## src/rtl/uart_pkg.sv

```systemverilog
// Serial frame definitions: character width, FIFO depth, line states and parity modes
package uart_pkg;

    // Bits per UART character
    localparam int DATA_WIDTH = 8;

    // Width of the data bit index in the serializer and deserializer
    localparam int IDX_WIDTH = $clog2(DATA_WIDTH);

    // Entries per FIFO
    localparam int FIFO_DEPTH = 16;

    typedef enum logic [2:0] {
        IDLE,
        START,
        DATA,
        PARITY,
        STOP
    } line_state_t;

    typedef enum logic [1:0] {
        PAR_NONE,
        PAR_EVEN,
        PAR_ODD
    } parity_mode_t;

endpackage

```

## src/rtl/uart_reg_pkg.sv

```systemverilog
// Register map: APB widths, register offsets, control and status bits, reset values
package uart_reg_pkg;

    localparam int APB_ADDR_WIDTH = 8;
    localparam int APB_DATA_WIDTH = 32;
    localparam int DIV_WIDTH      = 16;
    localparam int CTRL_WIDTH     = 4;

    typedef enum logic [APB_ADDR_WIDTH-1:0] {
        TX_DATA = 8'h00,
        RX_DATA = 8'h04,
        STATUS  = 8'h08,
        CONTROL = 8'h0C,
        CLK_DIV = 8'h10
    } reg_addr_t;

    // Control bits, the two resets clear themselves
    localparam int CTRL_TX_RESET    = 0;
    localparam int CTRL_RX_RESET    = 1;
    localparam int CTRL_PARITY_EVEN = 2;
    localparam int CTRL_PARITY_ODD  = 3;

    localparam int STAT_RX_EMPTY   = 0;
    localparam int STAT_TX_EMPTY   = 1;
    localparam int STAT_RX_FULL    = 2;
    localparam int STAT_TX_FULL    = 3;
    localparam int STAT_PARITY_ERR = 4;

    localparam logic [CTRL_WIDTH-1:0] CTRL_INIT = '0;
    localparam logic [DIV_WIDTH-1:0]  DIV_INIT  = 16'd16;

endpackage

```

## src/rtl/uart_fifo.sv

```systemverilog
// Synchronous FIFO with valid/ready on both sides and a soft flush
`timescale 1ns/10ps

module uart_fifo #(
    parameter int DEPTH = uart_pkg::FIFO_DEPTH
) (
    input  logic                            clk_i,
    input  logic                            rst_n_i,
    input  logic                            flush_i,
    input  logic [uart_pkg::DATA_WIDTH-1:0] s_data_i,
    input  logic                            s_valid_i,
    output logic                            s_ready_o,
    output logic [uart_pkg::DATA_WIDTH-1:0] m_data_o,
    output logic                            m_valid_o,
    input  logic                            m_ready_i
);
    import uart_pkg::*;

    logic [DATA_WIDTH-1:0]    mem [DEPTH];
    logic [$clog2(DEPTH)-1:0] wr_ptr_q;
    logic [$clog2(DEPTH)-1:0] rd_ptr_q;
    logic [$clog2(DEPTH):0]   count_q;
    logic                     push;
    logic                     pop;

    assign s_ready_o = (count_q != ($clog2(DEPTH) + 1)'(DEPTH));
    assign m_valid_o = (count_q != '0);
    assign m_data_o  = mem[rd_ptr_q];
    assign push      = s_valid_i & s_ready_o;
    assign pop       = m_valid_o & m_ready_i;

    always_ff @(posedge clk_i) begin
        if (push) begin
            mem[wr_ptr_q] <= s_data_i;
        end
    end

    // Pointers wrap naturally, DEPTH is a power of two
    always_ff @(posedge clk_i) begin
        if (!rst_n_i || flush_i) begin
            wr_ptr_q <= '0;
            rd_ptr_q <= '0;
            count_q  <= '0;
        end else begin
            if (push) begin
                wr_ptr_q <= wr_ptr_q + 1'b1;
            end
            if (pop) begin
                rd_ptr_q <= rd_ptr_q + 1'b1;
            end
            case ({push, pop})
                2'b10:   count_q <= count_q + 1'b1;
                2'b01:   count_q <= count_q - 1'b1;
                default: count_q <= count_q;
            endcase
        end
    end

endmodule

```

## src/rtl/uart_tx.sv

```systemverilog
// UART serializer: start bit, data bits LSB first, optional parity, stop bit
`timescale 1ns/10ps

module uart_tx (
    input  logic                               clk_i,
    input  logic                               rst_n_i,
    input  logic                               flush_i,
    input  logic [uart_reg_pkg::DIV_WIDTH-1:0] clk_div_i,
    input  uart_pkg::parity_mode_t             parity_mode_i,
    input  logic [uart_pkg::DATA_WIDTH-1:0]    data_i,
    input  logic                               valid_i,
    output logic                               ready_o,
    output logic                               uart_tx_o
);
    import uart_pkg::*;
    import uart_reg_pkg::*;

    line_state_t           state_q;
    logic [DIV_WIDTH-1:0]  cnt_q;
    logic [IDX_WIDTH-1:0]  idx_q;
    logic [DATA_WIDTH-1:0] shift_q;
    logic                  par_q;
    logic                  tx_q;
    logic                  bit_end;

    assign bit_end   = (cnt_q == clk_div_i - DIV_WIDTH'(1));
    assign ready_o   = (state_q == IDLE);
    assign uart_tx_o = tx_q;

    always_ff @(posedge clk_i) begin
        if (!rst_n_i || flush_i) begin
            state_q <= IDLE;
            cnt_q   <= '0;
            idx_q   <= '0;
            tx_q    <= 1'b1;
        end else begin
            cnt_q <= bit_end ? '0 : cnt_q + DIV_WIDTH'(1);
            case (state_q)
                IDLE: begin
                    cnt_q <= '0;
                    if (valid_i) begin
                        shift_q <= data_i;
                        par_q   <= (^data_i) ^ (parity_mode_i == PAR_ODD);
                        tx_q    <= 1'b0;
                        state_q <= START;
                    end
                end
                START: begin
                    if (bit_end) begin
                        idx_q   <= '0;
                        tx_q    <= shift_q[0];
                        state_q <= DATA;
                    end
                end
                DATA: begin
                    if (bit_end) begin
                        shift_q <= shift_q >> 1;
                        idx_q   <= idx_q + IDX_WIDTH'(1);
                        if (idx_q == IDX_WIDTH'(DATA_WIDTH - 1)) begin
                            tx_q    <= (parity_mode_i == PAR_NONE) ? 1'b1 : par_q;
                            state_q <= (parity_mode_i == PAR_NONE) ? STOP : PARITY;
                        end else begin
                            tx_q <= shift_q[1];
                        end
                    end
                end
                PARITY: begin
                    if (bit_end) begin
                        tx_q    <= 1'b1;
                        state_q <= STOP;
                    end
                end
                STOP: begin
                    if (bit_end) begin
                        state_q <= IDLE;
                    end
                end
                default: state_q <= IDLE;
            endcase
        end
    end

endmodule

```

## src/rtl/uart_rx.sv

```systemverilog
// UART deserializer with mid-bit sampling and parity check
`timescale 1ns/10ps

module uart_rx (
    input  logic                               clk_i,
    input  logic                               rst_n_i,
    input  logic                               flush_i,
    input  logic [uart_reg_pkg::DIV_WIDTH-1:0] clk_div_i,
    input  uart_pkg::parity_mode_t             parity_mode_i,
    input  logic                               uart_rx_i,
    output logic [uart_pkg::DATA_WIDTH-1:0]    data_o,
    output logic                               valid_o,
    output logic                               parity_err_o
);
    import uart_pkg::*;
    import uart_reg_pkg::*;

    line_state_t           state_q;
    logic [DIV_WIDTH-1:0]  cnt_q;
    logic [IDX_WIDTH-1:0]  idx_q;
    logic [DATA_WIDTH-1:0] shift_q;
    logic                  par_acc_q;
    logic                  par_bad_q;
    logic                  rx_meta_q;
    logic                  rx_sync_q;
    logic                  rx_prev_q;
    logic                  bit_end;
    logic                  mid_end;

    // Two-flop synchronizer plus one more stage for edge detection
    always_ff @(posedge clk_i) begin
        if (!rst_n_i) begin
            rx_meta_q <= 1'b1;
            rx_sync_q <= 1'b1;
            rx_prev_q <= 1'b1;
        end else begin
            rx_meta_q <= uart_rx_i;
            rx_sync_q <= rx_meta_q;
            rx_prev_q <= rx_sync_q;
        end
    end

    assign bit_end = (cnt_q == clk_div_i - DIV_WIDTH'(1));
    assign mid_end = (cnt_q == (clk_div_i >> 1) - DIV_WIDTH'(1));
    assign data_o  = shift_q;

    always_ff @(posedge clk_i) begin
        if (!rst_n_i || flush_i) begin
            state_q      <= IDLE;
            cnt_q        <= '0;
            idx_q        <= '0;
            par_bad_q    <= 1'b0;
            valid_o      <= 1'b0;
            parity_err_o <= 1'b0;
        end else begin
            valid_o      <= 1'b0;
            parity_err_o <= 1'b0;
            cnt_q        <= bit_end ? '0 : cnt_q + DIV_WIDTH'(1);
            case (state_q)
                IDLE: begin
                    cnt_q <= '0;
                    if (rx_prev_q && !rx_sync_q) begin
                        state_q <= START;
                    end
                end
                START: begin
                    // Half a bit in, a high line means a glitch
                    if (mid_end) begin
                        cnt_q     <= '0;
                        idx_q     <= '0;
                        par_acc_q <= (parity_mode_i == PAR_ODD);
                        par_bad_q <= 1'b0;
                        state_q   <= rx_sync_q ? IDLE : DATA;
                    end
                end
                DATA: begin
                    if (bit_end) begin
                        shift_q   <= {rx_sync_q, shift_q[DATA_WIDTH-1:1]};
                        par_acc_q <= par_acc_q ^ rx_sync_q;
                        idx_q     <= idx_q + IDX_WIDTH'(1);
                        if (idx_q == IDX_WIDTH'(DATA_WIDTH - 1)) begin
                            state_q <= (parity_mode_i == PAR_NONE) ? STOP : PARITY;
                        end
                    end
                end
                PARITY: begin
                    if (bit_end) begin
                        par_bad_q <= par_acc_q ^ rx_sync_q;
                        state_q   <= STOP;
                    end
                end
                STOP: begin
                    if (bit_end) begin
                        valid_o      <= 1'b1;
                        parity_err_o <= par_bad_q;
                        state_q      <= IDLE;
                    end
                end
                default: state_q <= IDLE;
            endcase
        end
    end

endmodule

```

## src/rtl/apb_uart_regs.sv

```systemverilog
// APB register file with TX push, RX pop, status readback and control outputs
`timescale 1ns/10ps

module apb_uart_regs (
    input  logic                                    clk_i,
    input  logic                                    rst_n_i,
    input  logic                                    psel_i,
    input  logic                                    penable_i,
    input  logic                                    pwrite_i,
    input  logic [uart_reg_pkg::APB_ADDR_WIDTH-1:0] paddr_i,
    input  logic [uart_reg_pkg::APB_DATA_WIDTH-1:0] pwdata_i,
    output logic [uart_reg_pkg::APB_DATA_WIDTH-1:0] prdata_o,
    output logic                                    pready_o,
    output logic                                    pslverr_o,
    input  logic [uart_pkg::DATA_WIDTH-1:0]         rx_data_i,
    input  logic                                    rx_valid_i,
    input  logic                                    tx_ready_i,
    input  logic                                    tx_empty_i,
    input  logic                                    rx_full_i,
    input  logic                                    parity_err_i,
    output logic [uart_pkg::DATA_WIDTH-1:0]         tx_data_o,
    output logic                                    tx_valid_o,
    output logic                                    rx_ready_o,
    output logic                                    tx_flush_o,
    output logic                                    rx_flush_o,
    output uart_pkg::parity_mode_t                  parity_mode_o,
    output logic [uart_reg_pkg::DIV_WIDTH-1:0]      clk_div_o
);
    import uart_pkg::*;
    import uart_reg_pkg::*;

    reg_addr_t                 addr;
    logic                      access;
    logic                      wr_en;
    logic                      mapped;
    logic                      read_only;
    logic [CTRL_WIDTH-1:0]     ctrl_q;
    logic [DIV_WIDTH-1:0]      div_q;
    logic                      parity_err_q;
    logic [APB_DATA_WIDTH-1:0] status;

    assign addr   = reg_addr_t'(paddr_i);
    assign access = psel_i & penable_i;
    assign wr_en  = access & pwrite_i;

    always_comb begin
        mapped    = 1'b1;
        read_only = 1'b0;
        case (addr)
            TX_DATA, CONTROL, CLK_DIV: read_only = 1'b0;
            RX_DATA, STATUS:           read_only = 1'b1;
            default:                   mapped    = 1'b0;
        endcase
    end

    assign pready_o  = 1'b1;
    assign pslverr_o = access & (~mapped | (pwrite_i & read_only));

    assign tx_data_o  = pwdata_i[DATA_WIDTH-1:0];
    assign tx_valid_o = wr_en & (addr == TX_DATA);
    // Pop only when there is a byte to return
    assign rx_ready_o = access & ~pwrite_i & (addr == RX_DATA) & rx_valid_i;

    always_comb begin
        status                  = '0;
        status[STAT_RX_EMPTY]   = ~rx_valid_i;
        status[STAT_TX_EMPTY]   = tx_empty_i;
        status[STAT_RX_FULL]    = rx_full_i;
        status[STAT_TX_FULL]    = ~tx_ready_i;
        status[STAT_PARITY_ERR] = parity_err_q;
    end

    always_comb begin
        prdata_o = '0;
        if (access && !pwrite_i) begin
            case (addr)
                RX_DATA: prdata_o = rx_valid_i ? APB_DATA_WIDTH'(rx_data_i) : '0;
                STATUS:  prdata_o = status;
                CONTROL: prdata_o = APB_DATA_WIDTH'(ctrl_q);
                CLK_DIV: prdata_o = APB_DATA_WIDTH'(div_q);
                default: prdata_o = '0;
            endcase
        end
    end

    always_ff @(posedge clk_i) begin
        if (!rst_n_i) begin
            ctrl_q <= CTRL_INIT;
            div_q  <= DIV_INIT;
        end else begin
            ctrl_q[CTRL_TX_RESET] <= 1'b0;
            ctrl_q[CTRL_RX_RESET] <= 1'b0;
            if (wr_en && addr == CONTROL) begin
                ctrl_q <= pwdata_i[CTRL_WIDTH-1:0];
            end
            if (wr_en && addr == CLK_DIV) begin
                div_q <= pwdata_i[DIV_WIDTH-1:0];
            end
        end
    end

    // Sticky until the RX side is flushed
    always_ff @(posedge clk_i) begin
        if (!rst_n_i || rx_flush_o) begin
            parity_err_q <= 1'b0;
        end else if (parity_err_i) begin
            parity_err_q <= 1'b1;
        end
    end

    assign tx_flush_o = ctrl_q[CTRL_TX_RESET];
    assign rx_flush_o = ctrl_q[CTRL_RX_RESET];
    assign clk_div_o  = div_q;

    // Odd wins if both parity bits are set
    always_comb begin
        if (ctrl_q[CTRL_PARITY_ODD]) begin
            parity_mode_o = PAR_ODD;
        end else if (ctrl_q[CTRL_PARITY_EVEN]) begin
            parity_mode_o = PAR_EVEN;
        end else begin
            parity_mode_o = PAR_NONE;
        end
    end

endmodule

```

## src/rtl/apb_uart.sv

```systemverilog
// APB UART top: register file, TX and RX FIFOs, serializer and deserializer
`timescale 1ns/10ps

module apb_uart (
    input  logic                                    clk_i,
    input  logic                                    rst_n_i,
    input  logic                                    psel_i,
    input  logic                                    penable_i,
    input  logic                                    pwrite_i,
    input  logic [uart_reg_pkg::APB_ADDR_WIDTH-1:0] paddr_i,
    input  logic [uart_reg_pkg::APB_DATA_WIDTH-1:0] pwdata_i,
    output logic [uart_reg_pkg::APB_DATA_WIDTH-1:0] prdata_o,
    output logic                                    pready_o,
    output logic                                    pslverr_o,
    input  logic                                    uart_rx_i,
    output logic                                    uart_tx_o
);
    import uart_pkg::*;
    import uart_reg_pkg::*;

    logic [DATA_WIDTH-1:0] tx_push_data;
    logic                  tx_push_valid;
    logic                  tx_push_ready;
    logic [DATA_WIDTH-1:0] tx_head_data;
    logic                  tx_head_valid;
    logic                  tx_head_ready;
    logic [DATA_WIDTH-1:0] rx_push_data;
    logic                  rx_push_valid;
    logic                  rx_push_ready;
    logic [DATA_WIDTH-1:0] rx_head_data;
    logic                  rx_head_valid;
    logic                  rx_head_ready;
    logic                  tx_flush;
    logic                  rx_flush;
    logic                  parity_err;
    parity_mode_t          parity_mode;
    logic [DIV_WIDTH-1:0]  clk_div;

    apb_uart_regs u_regs (
        .clk_i        (clk_i),
        .rst_n_i      (rst_n_i),
        .psel_i       (psel_i),
        .penable_i    (penable_i),
        .pwrite_i     (pwrite_i),
        .paddr_i      (paddr_i),
        .pwdata_i     (pwdata_i),
        .prdata_o     (prdata_o),
        .pready_o     (pready_o),
        .pslverr_o    (pslverr_o),
        .rx_data_i    (rx_head_data),
        .rx_valid_i   (rx_head_valid),
        .tx_ready_i   (tx_push_ready),
        .tx_empty_i   (~tx_head_valid),
        .rx_full_i    (~rx_push_ready),
        .parity_err_i (parity_err),
        .tx_data_o    (tx_push_data),
        .tx_valid_o   (tx_push_valid),
        .rx_ready_o   (rx_head_ready),
        .tx_flush_o   (tx_flush),
        .rx_flush_o   (rx_flush),
        .parity_mode_o(parity_mode),
        .clk_div_o    (clk_div)
    );

    uart_fifo u_tx_fifo (
        .clk_i    (clk_i),
        .rst_n_i  (rst_n_i),
        .flush_i  (tx_flush),
        .s_data_i (tx_push_data),
        .s_valid_i(tx_push_valid),
        .s_ready_o(tx_push_ready),
        .m_data_o (tx_head_data),
        .m_valid_o(tx_head_valid),
        .m_ready_i(tx_head_ready)
    );

    uart_tx u_tx (
        .clk_i        (clk_i),
        .rst_n_i      (rst_n_i),
        .flush_i      (tx_flush),
        .clk_div_i    (clk_div),
        .parity_mode_i(parity_mode),
        .data_i       (tx_head_data),
        .valid_i      (tx_head_valid),
        .ready_o      (tx_head_ready),
        .uart_tx_o    (uart_tx_o)
    );

    uart_rx u_rx (
        .clk_i        (clk_i),
        .rst_n_i      (rst_n_i),
        .flush_i      (rx_flush),
        .clk_div_i    (clk_div),
        .parity_mode_i(parity_mode),
        .uart_rx_i    (uart_rx_i),
        .data_o       (rx_push_data),
        .valid_o      (rx_push_valid),
        .parity_err_o (parity_err)
    );

    uart_fifo u_rx_fifo (
        .clk_i    (clk_i),
        .rst_n_i  (rst_n_i),
        .flush_i  (rx_flush),
        .s_data_i (rx_push_data),
        .s_valid_i(rx_push_valid),
        .s_ready_o(rx_push_ready),
        .m_data_o (rx_head_data),
        .m_valid_o(rx_head_valid),
        .m_ready_i(rx_head_ready)
    );

endmodule

```

## config.mk

```make
export PLATFORM = sky130hd
export DESIGN_NAME = apb_uart
export DESIGN_NICKNAME = d
export VERILOG_FILES = /design/src/rtl/uart_pkg.sv /design/src/rtl/uart_reg_pkg.sv /design/src/rtl/uart_fifo.sv /design/src/rtl/uart_tx.sv /design/src/rtl/uart_rx.sv /design/src/rtl/apb_uart_regs.sv /design/src/rtl/apb_uart.sv
export SDC_FILE = /design/constraint.sdc
export NUM_CORES = 1
export LEC_CHECK = 0
export BUFFER_PORTS_ARGS = -buffer_cell sky130_fd_sc_hd__buf_2
export CAP_MARGIN = 20
export CORE_MARGIN = 8
export CORE_UTILIZATION = 45
export DETAILED_ROUTE_END_ITERATION = 7
export HOLD_SLACK_MARGIN = 0.1
export PLACE_DENSITY = 0.71
export SYNTH_ARGS = -nofsm -noshare
export SYNTH_HDL_FRONTEND = slang
export SYNTH_SLANG_ARGS = --single-unit
export TNS_END_PERCENT = 30
```

## constraint.sdc

```tcl
create_clock -name clk_i -period 11.35 [get_ports clk_i]
set_input_delay 2.27 -clock clk_i [delete_from_list [all_inputs] [get_ports clk_i]]
set_output_delay 2.27 -clock clk_i [all_outputs]
set_load 0.005 [all_outputs]
```

==> qor_table.md, run 1 <==
| Quantity | Value | Unit |
|:---|:---|:---|
| Result of the run | completed | - |
| Skew final | 0.0298 | ns |
| End-of-flow core utilization | 50.6 | % |
| Maximum capacitance violations | 0 | - |
| Area of the multi-input gates | 6170 | um2 |
| Cells taking the most area after synthesis | sky130_fd_sc_hd__edfxtp_1 49%, sky130_fd_sc_hd__dfxtp_1 13%, sky130_fd_sc_hd__mux4_2 10%, sky130_fd_sc_hd__xnor2_1 3.5%, sky130_fd_sc_hd__nor2_1 2.8% | - |
| Worst slack, placed | 3.99 | ns |
| Critical Path Start Type | input port | - |
| Top-count cell post-synth | sky130_fd_sc_hd__edfxtp_1 | - |
| Clock transition at the register clock pins on the worst setup and hold paths after CTS | 0.06 | ns |
| Via count of the first global-routing pass | 9998 | - |
| Ant. Diodes | 0 | - |
| Required @ worst endpoint | 9.08 | ns |
| Setup slack after layout | 3.92 | ns |
| Final min period | 7.43 | ns |
| Clock tree sinks | 380 | - |
| Routed wire per std cell | 19.6 | um |
| Post-cts resize count | 0 | - |
| Sequential area share after synthesis | 61.1 | % |
| CP peak stage delay | 0.99 | ns |
| Depth of the CTS H-tree | 2 | - |
| Buffers added on ports | 47 | - |
| Via total after detailed routing | 10.1k | - |
| Cell Rows | 71 | - |
| Full die area | 44100 | um2 |
| Number of setup violations in the final report | 0 | - |
| Initial drt markers | 766 | - |
| Starting utilization of the core area | 45.3 | % |
| Data arrival at the endpoint of the critical path | 5.16 | ns |
| Summed negative setup slack over all endpoints | 0 | ns |
| Drt via density | 5.52 | - |
| Power per Cell Area | 152 | nW/um2 |
| Category of the critical setup timing path | input port to output pin | - |
| Final global-route overflow total | 0 | - |
| Sequential cell area | 10400 | um2 |
| Max stage delay cell, worst path | sky130_fd_sc_hd__nor4bb_2 | - |
| Hold Path Class | flop to flop | - |
| Max-slew headroom | 29.9 | % |
| Post-detail-place hpwl | 23700 | um |
| Total clock buffers created by CTS | 39 | - |
| CP most frequent cell | sky130_fd_sc_hd__buf_2 | - |
| # fillers | 3121 | - |
| Cell area after layout | 18900 | um2 |
| Critical path peak fanout | 9 | - |
| Hold violation count in the final report | 0 | - |
| Dominant synthesized flop cell | sky130_fd_sc_hd__edfxtp_1 | - |
| Top cell type by total area after synthesis | sky130_fd_sc_hd__edfxtp_1 | - |
| Number of warnings reported in the yosys synthesis log | 0 | - |
| Cell area after synthesis | 16900 | um2 |
| Post-CTS setup buffer count | 0 | - |
| Wire length of the first global-routing pass | 55800 | um |
| Fraction of post-synthesis cell area in the top cell type by area | 48.6 | % |
| Worst-path cell chain | buf_2, or4_1, nor3_1, nor4bb_2, nand2_1, a31oi_1, buf_2 | - |
| Number of distinct standard cells referenced by the synthesized netlist | 69 | - |
| Clock buffer depth | 3 | - |
| Total Routed Length | 35600 | um |
| Leakage power | 6.14 | nW |
| Synth cell count leaders | 274 x sky130_fd_sc_hd__edfxtp_1, 127 x sky130_fd_sc_hd__nor2_1, 106 x sky130_fd_sc_hd__dfxtp_1 | - |
| Kind of end point of the critical path | output pin | - |
| TritonCTS clock tree | built | - |
| Peak clock frequency supported by timing | 0.135 | GHz |
| Count of mapped cells out of synthesis | 1245 | - |
| Ys async rst share | 0 | % |
| Post-Syn Area per Cell | 13.6 | um2 |
| Number of enable flip-flop cells after synthesis | 274 | - |
| Synth-to-layout area growth | 11.6 | % |
| Core outline area | 37400 | um2 |
| Hold-fix buffers, CTS | 0 | - |
| Drt first pass iters | 5 | - |
| Clock latency of the later-clocked register in the worst-skew pair | 0.54 | ns |
| Unrepaired setup endpoints after global routing | false | - |
| Slew at the pin with the worst max-slew slack | 1.04 | ns |
| Number of register bits inferred by synthesis | 380 | - |
| Pin count of the biggest net entering global routing | 33 | - |
| GP Congestion | 0.858 | - |
| Max rail drop VDD | 102 | uV |
| Total track usage | 16.0 | % |
| Die Y | 210 | um |
| Number of max-slew violations in the final report | 0 | - |
| Final Net Count | 1353 | - |
| Post-route fraction of the period consumed by the critical path | 65.5 | % |
| Die span in x | 210 | um |
| Antenna viol nets, final | 0 | - |
| Placed cell area | 17600 | um2 |
| Fraction of layout instances using a drive strength above 1 | 16.4 | % |
| Number of antenna violations at the first check in global routing | 0 | - |
| CTS Root Buffer Type | sky130_fd_sc_hd__clkbuf_16 | - |
| DRC violations left | 0 | - |
| Count of pins on the block boundary | 81 | - |
[registers in the layout, indices dropped and copies added, names as in the netlist, 3 cells and up, named ones only]
register,cells
u_rx_fifo.mem,128
u_tx_fifo.mem,128
u_regs.clk_div_o,16
u_rx.cnt_q,16
u_tx.cnt_q,16
u_rx.data_o,8
u_tx.shift_q,8
u_rx_fifo.count_q,5
u_tx_fifo.count_q,5
u_regs.ctrl_q,4
u_rx_fifo.rd_ptr_q,4
u_rx_fifo.wr_ptr_q,4
u_tx_fifo.rd_ptr_q,4
u_tx_fifo.wr_ptr_q,4
u_rx.idx_q,3
u_rx.state_q,3
u_tx.idx_q,3
u_tx.state_q,3
[layout make-up]
class,count,area share (%)
multi-input combinational,769,32.6
sequential,380,54.7
clock buffer,54,5.62
timing repair buffer,65,1.93
tap,511,3.38
clock inverter,18,1.26
inverter,24,0.476
[where the power goes]
part	internal, mW	total (mW)	switching (mW)
registers	1.48	1.49	0.00721
logic	0.0387	0.0931	0.0545
clock network	0.775	1.29	0.519
[cells in the final DEF, fill, tap and decap left out, types with 14 or more instances in the layout]
cell type                   instances
sky130_fd_sc_hd__mux4_2            76
sky130_fd_sc_hd__a21boi_0          16
sky130_fd_sc_hd__xnor2_1           68
sky130_fd_sc_hd__nor4_1            14
sky130_fd_sc_hd__ha_1              26
sky130_fd_sc_hd__nor2_1           127
sky130_fd_sc_hd__and3_1            17
sky130_fd_sc_hd__and2_1            14
sky130_fd_sc_hd__buf_2             49
sky130_fd_sc_hd__conb_1            17
sky130_fd_sc_hd__nand2_1           90
sky130_fd_sc_hd__a21oi_1           31
sky130_fd_sc_hd__nor2b_1           15
sky130_fd_sc_hd__edfxtp_1         274
sky130_fd_sc_hd__dfxtp_1          104
sky130_fd_sc_hd__nor3_1            20
sky130_fd_sc_hd__inv_1             24
sky130_fd_sc_hd__o21ai_0           15
sky130_fd_sc_hd__clkbuf_16         40
sky130_fd_sc_hd__xor2_1            51
sky130_fd_sc_hd__nand3_1           26
sky130_fd_sc_hd__buf_4             16
[cell families after synthesis]
family | share of synthesized area (%)
fa+ha+maj | 2.16
buf+inv | 2.93
other cells | 0.0443
flops | 61.1
compound gates | 4.97
mux | 11.1
simple gates | 11.2
xor+xnor | 6.56
[stage by stage]
| step | total power, mW | instances | hold WS [ns] |
|---|---|---|---|
| after floorplan | 1.59 | 1260 | 0.386 |
| after global placement | 1.61 | 1746 | 0.395 |
| after detailed placement | 1.61 | 1747 | 0.399 |
| after CTS | 2.90 | 1819 | 0.414 |
| after global routing | 2.95 | 1821 | 0.444 |
| final | 2.88 | 1821 | 0.414 |
[worst max-delay path: cells and delay by family]
kind | cells | cell delay [ns]
and+or+nand+nor | 4 | 2.13
buffers and inverters | 2 | 0.30
AOI/OAI and AO/OA | 1 | 0.45
[path summary, 6_finish.rpt]
path	from	to	slack, ns	cells after the start
setup / recovery	paddr_i[0]	prdata_o[2]	3.92	7
hold / removal	u_rx.rx_meta_q	u_rx.rx_sync_q	0.41	1
setup reg to reg	u_regs.clk_div_o[2]	u_rx.data_o[7]	7.11	8
hold reg to reg	u_rx.rx_meta_q	u_rx.rx_sync_q	0.41	1
[per-layer routing]
metal,GRT usage [%],wire length (um),vias up
met5,0,0,-
met4,5.39,965,0
met3,3.49,2440,66
met2,26.1,17100,319
met1,21.0,15100,5010
li1,-,-,4660
Note: power is estimated with default switching activity, not from simulation.
==> run 2, diff against run 1 <==
--- a/config.mk
+++ b/config.mk
@@ -11,7 +11,7 @@
 export CORE_UTILIZATION = 45
 export DETAILED_ROUTE_END_ITERATION = 7
 export HOLD_SLACK_MARGIN = 0.1
-export PLACE_DENSITY = 0.71
+export PLACE_DENSITY = 0.74
 export SYNTH_ARGS = -nofsm -noshare
 export SYNTH_HDL_FRONTEND = slang
 export SYNTH_SLANG_ARGS = --single-unit
==> constraint.sdc (replaced) <==
create_clock -name clk_i -period 6.6 [get_ports clk_i]
set_input_delay 1.32 -clock clk_i [delete_from_list [all_inputs] [get_ports clk_i]]
set_output_delay 1.32 -clock clk_i [all_outputs]
set_load 0.005 [all_outputs]
==> qor_table.md, run 2 (same netlist as run 1, synthesis figures left out) <==
| Quantity | Value | Unit |
|:---|:---|:---|
| Result of the run | completed | - |
| Total track usage | 16.2 | % |
| Full die area | 44100 | um2 |
| Most used cells in the layout excluding fill and tap cells | 274 x sky130_fd_sc_hd__edfxtp_1, 127 x sky130_fd_sc_hd__nor2_1, 104 x sky130_fd_sc_hd__dfxtp_1 | - |
| Unrepaired setup endpoints after global routing | false | - |
| Pin count of the biggest net entering global routing | 33 | - |
| Clock tree sinks | 380 | - |
| Cell area after layout | 18900 | um2 |
| TritonCTS clock tree | built | - |
| Buffers added on ports | 47 | - |
| Max-slew headroom | 31.8 | % |
| Leading cell type in the layout, fill and taps excluded | sky130_fd_sc_hd__edfxtp_1 | - |
| Post-route fraction of the period consumed by the critical path | 76.1 | % |
| Synth-to-layout area growth | 11.5 | % |
| Kind of end point of the critical path | output pin | - |
| Hold violation count in the final report | 0 | - |
| Critical Path Start Type | input port | - |
| Total Routed Length | 35800 | um |
| Leakage power | 6.14 | nW |
| Via count of the first global-routing pass | 10.2k | - |
| Maximum capacitance violations | 0 | - |
| Category of the critical setup timing path | input port to output pin | - |
| Regs by FF count | u_rx_fifo.mem x128, u_tx_fifo.mem x128 | - |
| Die span in x | 210 | um |
| Final min period | 5.03 | ns |
| Number of max-slew violations in the final report | 0 | - |
| Post-detail-place hpwl | 24200 | um |
| Data arrival at the endpoint of the critical path | 3.71 | ns |
| Via total after detailed routing | 10.1k | - |
| Comb pwr share | 3.2 | % |
| Power per Cell Area | 262 | nW/um2 |
| Critical path peak fanout | 11 | - |
| Sequential cell area | 10400 | um2 |
| CTS Root Buffer Type | sky130_fd_sc_hd__clkbuf_16 | - |
| Fraction of layout instances using a drive strength above 1 | 16.6 | % |
| Clock latency of the later-clocked register in the worst-skew pair | 0.54 | ns |
| Part of the total power dissipated in the clock network | 45.1 | % |
| Final global-route overflow total | 0 | - |
| Initial drt markers | 885 | - |
| Post-CTS setup buffer count | 0 | - |
| Slew at the pin with the worst max-slew slack | 1.02 | ns |
| Area of the multi-input gates | 6190 | um2 |
| Clock buffer depth | 3 | - |
| Starting utilization of the core area | 45.3 | % |
| Setup slack after layout | 1.57 | ns |
| Clock transition at the register clock pins on the worst setup and hold paths after CTS | 0.06 | ns |
| Number of antenna violations at the first check in global routing | 0 | - |
| Routed wire per std cell | 19.7 | um |
| Hold-fix buffers, CTS | 0 | - |
| Die Y | 210 | um |
| Core outline area | 37400 | um2 |
| Final Net Count | 1346 | - |
| Count of pins on the block boundary | 81 | - |
| Cell Rows | 71 | - |
| Cell count after placement | 1743 | - |
| Number of setup violations in the final report | 0 | - |
| Antenna viol nets, final | 0 | - |
| Wire length of the first global-routing pass | 56700 | um |
| Summed negative setup slack over all endpoints | 0 | ns |
| Max rail drop VDD | 138 | uV |
| Switching share of total power | 20.0 | % |
| GP Congestion | 0.867 | - |
| Peak clock frequency supported by timing | 0.199 | GHz |
| Total clock buffers created by CTS | 37 | - |
| Sequential cell fraction of total power | 51.7 | % |
| Non-filler cells, final | 1812 | - |
| Drt first pass iters | 5 | - |
| # fillers | 3049 | - |
| Placed cell area | 17600 | um2 |
| Required @ worst endpoint | 5.28 | ns |
| Ant. Diodes | 0 | - |
| Net Sw Power | 991 | uW |
| Skew final | 0.0228 | ns |
| Drt via density | 5.58 | - |
| DRC violations left | 0 | - |
| P_int | 3.97 | mW |
| Post-cts resize count | 0 | - |
| Worst slack, placed | 1.53 | ns |
| Hold Path Class | flop to flop | - |
| Depth of the CTS H-tree | 2 | - |
==> run 2: metal layers <==
metal / part of all wire [%] / global-route usage (%)
met5: 0 / 0
met4: 2.7 / 5.35
met3: 7.1 / 3.15
met2: 49 / 26.9
met1: 42 / 21.1
==> run 2: through the flow <==
stage          utilization (%)  hold WS (ns)  power, mW
6_report                  50.5         0.406       4.96
5_1_grt                   50.5         0.425       5.10
4_1_cts                   50.5         0.407       4.99
3_5_place_dp              47.1         0.392       2.77
3_3_place_gp              47.1         0.397       2.77
2_1_floorplan                -         0.386       2.73
==> run 2: path summary, 6_finish.rpt <==
kind	slack [ns]	from	cells after the start	endpoint
worst max-delay path	1.57	paddr_i[0]	7	prdata_o[2]
worst min-delay path	0.41	u_rx.rx_meta_q	1	u_rx.rx_sync_q
worst max register to register	2.34	u_regs.clk_div_o[1]	8	u_rx.data_o[7]
worst min register to register	0.41	u_rx.rx_meta_q	1	u_rx.rx_sync_q
==> run 2: layout make-up <==
cell class,instances,area share (%)
clock buffers,41,4.98
clock inverters,27,1.89
inverters,24,0.477
multi-input cells,769,32.7
flip-flops and latches,380,54.8
well taps,511,3.38
repair buffers,60,1.76
==> run 2: critical path: stages <==
cell                      delay, ns
sky130_fd_sc_hd__buf_2         0.09
sky130_fd_sc_hd__or4_1         0.66
sky130_fd_sc_hd__nor2_1        0.23
sky130_fd_sc_hd__and3_1        0.55
sky130_fd_sc_hd__nand2_1       0.12
sky130_fd_sc_hd__a31oi_1       0.50
sky130_fd_sc_hd__buf_2         0.22
==> run 2: power groups by stage <==
stage / logic (mW) / registers (mW) / clock network (mW)
after floorplan: 0.118 / 2.61 / 0
after CTS: 0.156 / 2.56 / 2.27
final: 0.157 / 2.57 / 2.24
after global routing: 0.172 / 2.57 / 2.36
after detailed placement: 0.155 / 2.62 / 0
after global placement: 0.151 / 2.62 / 0
==> run 3, diff against run 2 <==
==> constraint.sdc (replaced) <==
create_clock -name clk_i -period 4.1 [get_ports clk_i]
set_input_delay 0.82 -clock clk_i [delete_from_list [all_inputs] [get_ports clk_i]]
set_output_delay 0.82 -clock clk_i [all_outputs]
set_load 0.005 [all_outputs]
==> qor_table.md, run 3 (same netlist as run 1, synthesis figures left out) <==
| Quantity | Value | Unit |
|:---|:---|:---|
| Regs by FF count | u_rx_fifo.mem x128, u_tx_fifo.mem x128 | - |
| Buffers added on ports | 47 | - |
| Required @ worst endpoint | 3.28 | ns |
| Total clock buffers created by CTS | 38 | - |
| Register-to-register path setup slack | 0.56 | ns |
| Unrepaired setup endpoints after global routing | false | - |
| Cell family with the largest share of critical-path delay | multiplexers | - |
| Launch point of the worst reg-to-reg path | u_regs.clk_div_o[1] | - |
| Final Net Count | 1384 | - |
| Hold-fix buffers, CTS | 0 | - |
| # fillers | 3028 | - |
| Final global-route overflow total | 0 | - |
| Full die area | 44100 | um2 |
| Drt via density | 5.54 | - |
| Setup slack after layout | 0.317 | ns |
| Cell Rows | 71 | - |
| Hold violation count in the final report | 0 | - |
| Data arrival at the endpoint of the critical path | 2.96 | ns |
| Summed negative setup slack over all endpoints | 0 | ns |
| Sequential cell area | 10400 | um2 |
| Number of antenna violations at the first check in global routing | 0 | - |
| Category of the critical setup timing path | flop to output pin | - |
| P_int | 6.18 | mW |
| Most used cells in the layout excluding fill and tap cells | 274 x sky130_fd_sc_hd__edfxtp_1, 127 x sky130_fd_sc_hd__nor2_1, 104 x sky130_fd_sc_hd__dfxtp_1 | - |
| FF-to-FF path depth | 11 | - |
| Max stage delay cell, worst path | sky130_fd_sc_hd__dfxtp_1 | - |
| Count of pins on the block boundary | 81 | - |
| Total track usage | 16.6 | % |
| Fraction of layout instances using a drive strength above 1 | 18.4 | % |
| Skew final | 0.0244 | ns |
| Comb pwr share | 3.2 | % |
| Area of the multi-input gates | 6170 | um2 |
| Max rail drop VDD | 239 | uV |
| Maximum capacitance violations | 0 | - |
| Hold Path Class | flop to flop | - |
| Die span in x | 210 | um |
| Via count of the first global-routing pass | 10.3k | - |
| Switching share of total power | 21.0 | % |
| CP Capture Point | prdata_o[4] | - |
| CP peak stage delay | 0.74 | ns |
| Worst-path cell chain | buf_4, mux4_2, mux4_2, a222oi_1, nor2_1, buf_2 | - |
| Initial drt markers | 792 | - |
| Net Sw Power | 1.65 | mW |
| Part of the total power dissipated in the clock network | 43.9 | % |
| Starting utilization of the core area | 45.3 | % |
| Core outline area | 37400 | um2 |
| Critical path peak fanout | 13 | - |
| Die Y | 210 | um |
| Final min period | 3.78 | ns |
| Routed wire per std cell | 19.8 | um |
| Max-slew headroom | 33.7 | % |
| Number of max-slew violations in the final report | 0 | - |
| Post-route fraction of the period consumed by the critical path | 92.3 | % |
| DRC violations left | 0 | - |
| Reg-to-reg endpoint | u_rx.cnt_q[6] | - |
| Result of the run | completed | - |
| Clock transition at the register clock pins on the worst setup and hold paths after CTS | 0.06 | ns |
| Peak clock frequency supported by timing | 0.264 | GHz |
| Clock buffer depth | 3 | - |
| Wire length of the first global-routing pass | 58000 | um |
| Total Routed Length | 36700 | um |
| Kind of end point of the critical path | output pin | - |
| Slew at the pin with the worst max-slew slack | 0.991 | ns |
| CP most frequent cell | sky130_fd_sc_hd__mux4_2 | - |
| TritonCTS clock tree | built | - |
| Critical Path Start Type | flop | - |
| Via total after detailed routing | 10.2k | - |
| Worst Hold Margin | 0.427 | ns |
| Antenna viol nets, final | 0 | - |
| Clock latency of the later-clocked register in the worst-skew pair | 0.56 | ns |
| Number of setup violations in the final report | 0 | - |
| Drt first pass iters | 5 | - |
| Post-detail-place hpwl | 24600 | um |
| Worst slack, placed | 0.0551 | ns |
| Final Total Pwr | 7.82 | mW |
| Power per Cell Area | 409 | nW/um2 |
| Post-cts resize count | 0 | - |
| Cell area after layout | 19100 | um2 |
| Placed cell area | 17900 | um2 |
| Synth-to-layout area growth | 12.8 | % |
| Sequential cell fraction of total power | 52.8 | % |
| Depth of the CTS H-tree | 2 | - |
| GP Congestion | 0.895 | - |
| CTS Root Buffer Type | sky130_fd_sc_hd__clkbuf_16 | - |
| Leading cell type in the layout, fill and taps excluded | sky130_fd_sc_hd__edfxtp_1 | - |
| Min-Delay Startpoint | u_rx.rx_meta_q | - |
| Cell count along the critical path | 6 | - |
| Pin count of the biggest net entering global routing | 33 | - |
| Sum of buffers and inverters on the critical path | 2 | - |
| Leakage power | 6.29 | nW |
| Ant. Diodes | 0 | - |
| Post-CTS setup buffer count | 0 | - |
| Clock tree sinks | 380 | - |
[run 3: changes by cell type in the layout (fill, tap and decap cells not counted), moves of 2 or more]
cell                        change
sky130_fd_sc_hd__bufinv_16      -5
sky130_fd_sc_hd__clkbuf_1       +5
sky130_fd_sc_hd__clkinv_8       -2
sky130_fd_sc_hd__buf_4         +35
sky130_fd_sc_hd__clkbuf_8       +2
sky130_fd_sc_hd__nor3_1         +4
sky130_fd_sc_hd__clkinv_2       -2
sky130_fd_sc_hd__nor3_2         -4
[run 3: per-stage QoR]
stage / instances / utilization, %
6_report: 1850 / 51.1
5_1_grt: 1850 / 51.1
4_1_cts: 1850 / 51.1
3_5_place_dp: 1781 / 47.8
3_3_place_gp: 1780 / 47.8
2_1_floorplan: 1260 / -
[run 3: power groups by stage]
stage / registers [mW] / logic, mW / clock network [mW]
final: 4.13 / 0.254 / 3.44
after global routing: 4.13 / 0.280 / 3.64
after CTS: 4.13 / 0.255 / 3.50
after detailed placement: 4.21 / 0.252 / 0
after global placement: 4.21 / 0.245 / 0
after floorplan: 4.20 / 0.189 / 0
[run 3: worst register-to-register path, stage by stage, from the launching register on]
cell and delay [ns]:
sky130_fd_sc_hd__dfxtp_1 0.31, sky130_fd_sc_hd__inv_1 0.10, sky130_fd_sc_hd__ha_1 0.27, sky130_fd_sc_hd__nor4b_1 0.56
sky130_fd_sc_hd__nand4_1 0.30, sky130_fd_sc_hd__mux2_2 0.35, sky130_fd_sc_hd__nor4_1 0.41, sky130_fd_sc_hd__nand4_1 0.22
sky130_fd_sc_hd__buf_4 0.23, sky130_fd_sc_hd__nand2_1 0.08, sky130_fd_sc_hd__a21o_1 0.45, sky130_fd_sc_hd__nor2_1 0.12
[run 3: final cells by class]
cell class,count,share of cell area (%)
clock inverter,20,1.16
multi-input combinational,769,32.3
sequential,380,54.2
clock buffer,49,5.30
timing repair buffer,97,3.28
tap,511,3.35
inverter,24,0.471
[run 3: how the worst min path moves through the flow]
stage | to | slack, ns | depth (start not counted)
finish | u_rx.rx_sync_q | 0.43 | 1
global route | u_rx.rx_sync_q | 0.45 | 1
floorplan | u_rx.rx_sync_q | 0.39 | 1
CTS | u_rx.rx_sync_q | 0.43 | 1
global placement | u_rx.rx_sync_q | 0.40 | 1
detailed placement | u_rx.rx_sync_q | 0.41 | 1
[run 3: layer usage]
metal | global-route usage, % | vias to the layer above | part of all wire (%) | routed length, um
met4 | 5.30 | 0 | 2.4 | 896
li1 | - | 4716 | - | -
met2 | 28.2 | 365 | 50 | 18200
met1 | 21.6 | 5103 | 41 | 15100
met3 | 2.67 | 63 | 6.5 | 2400
met5 | 0 | - | 0 | 0
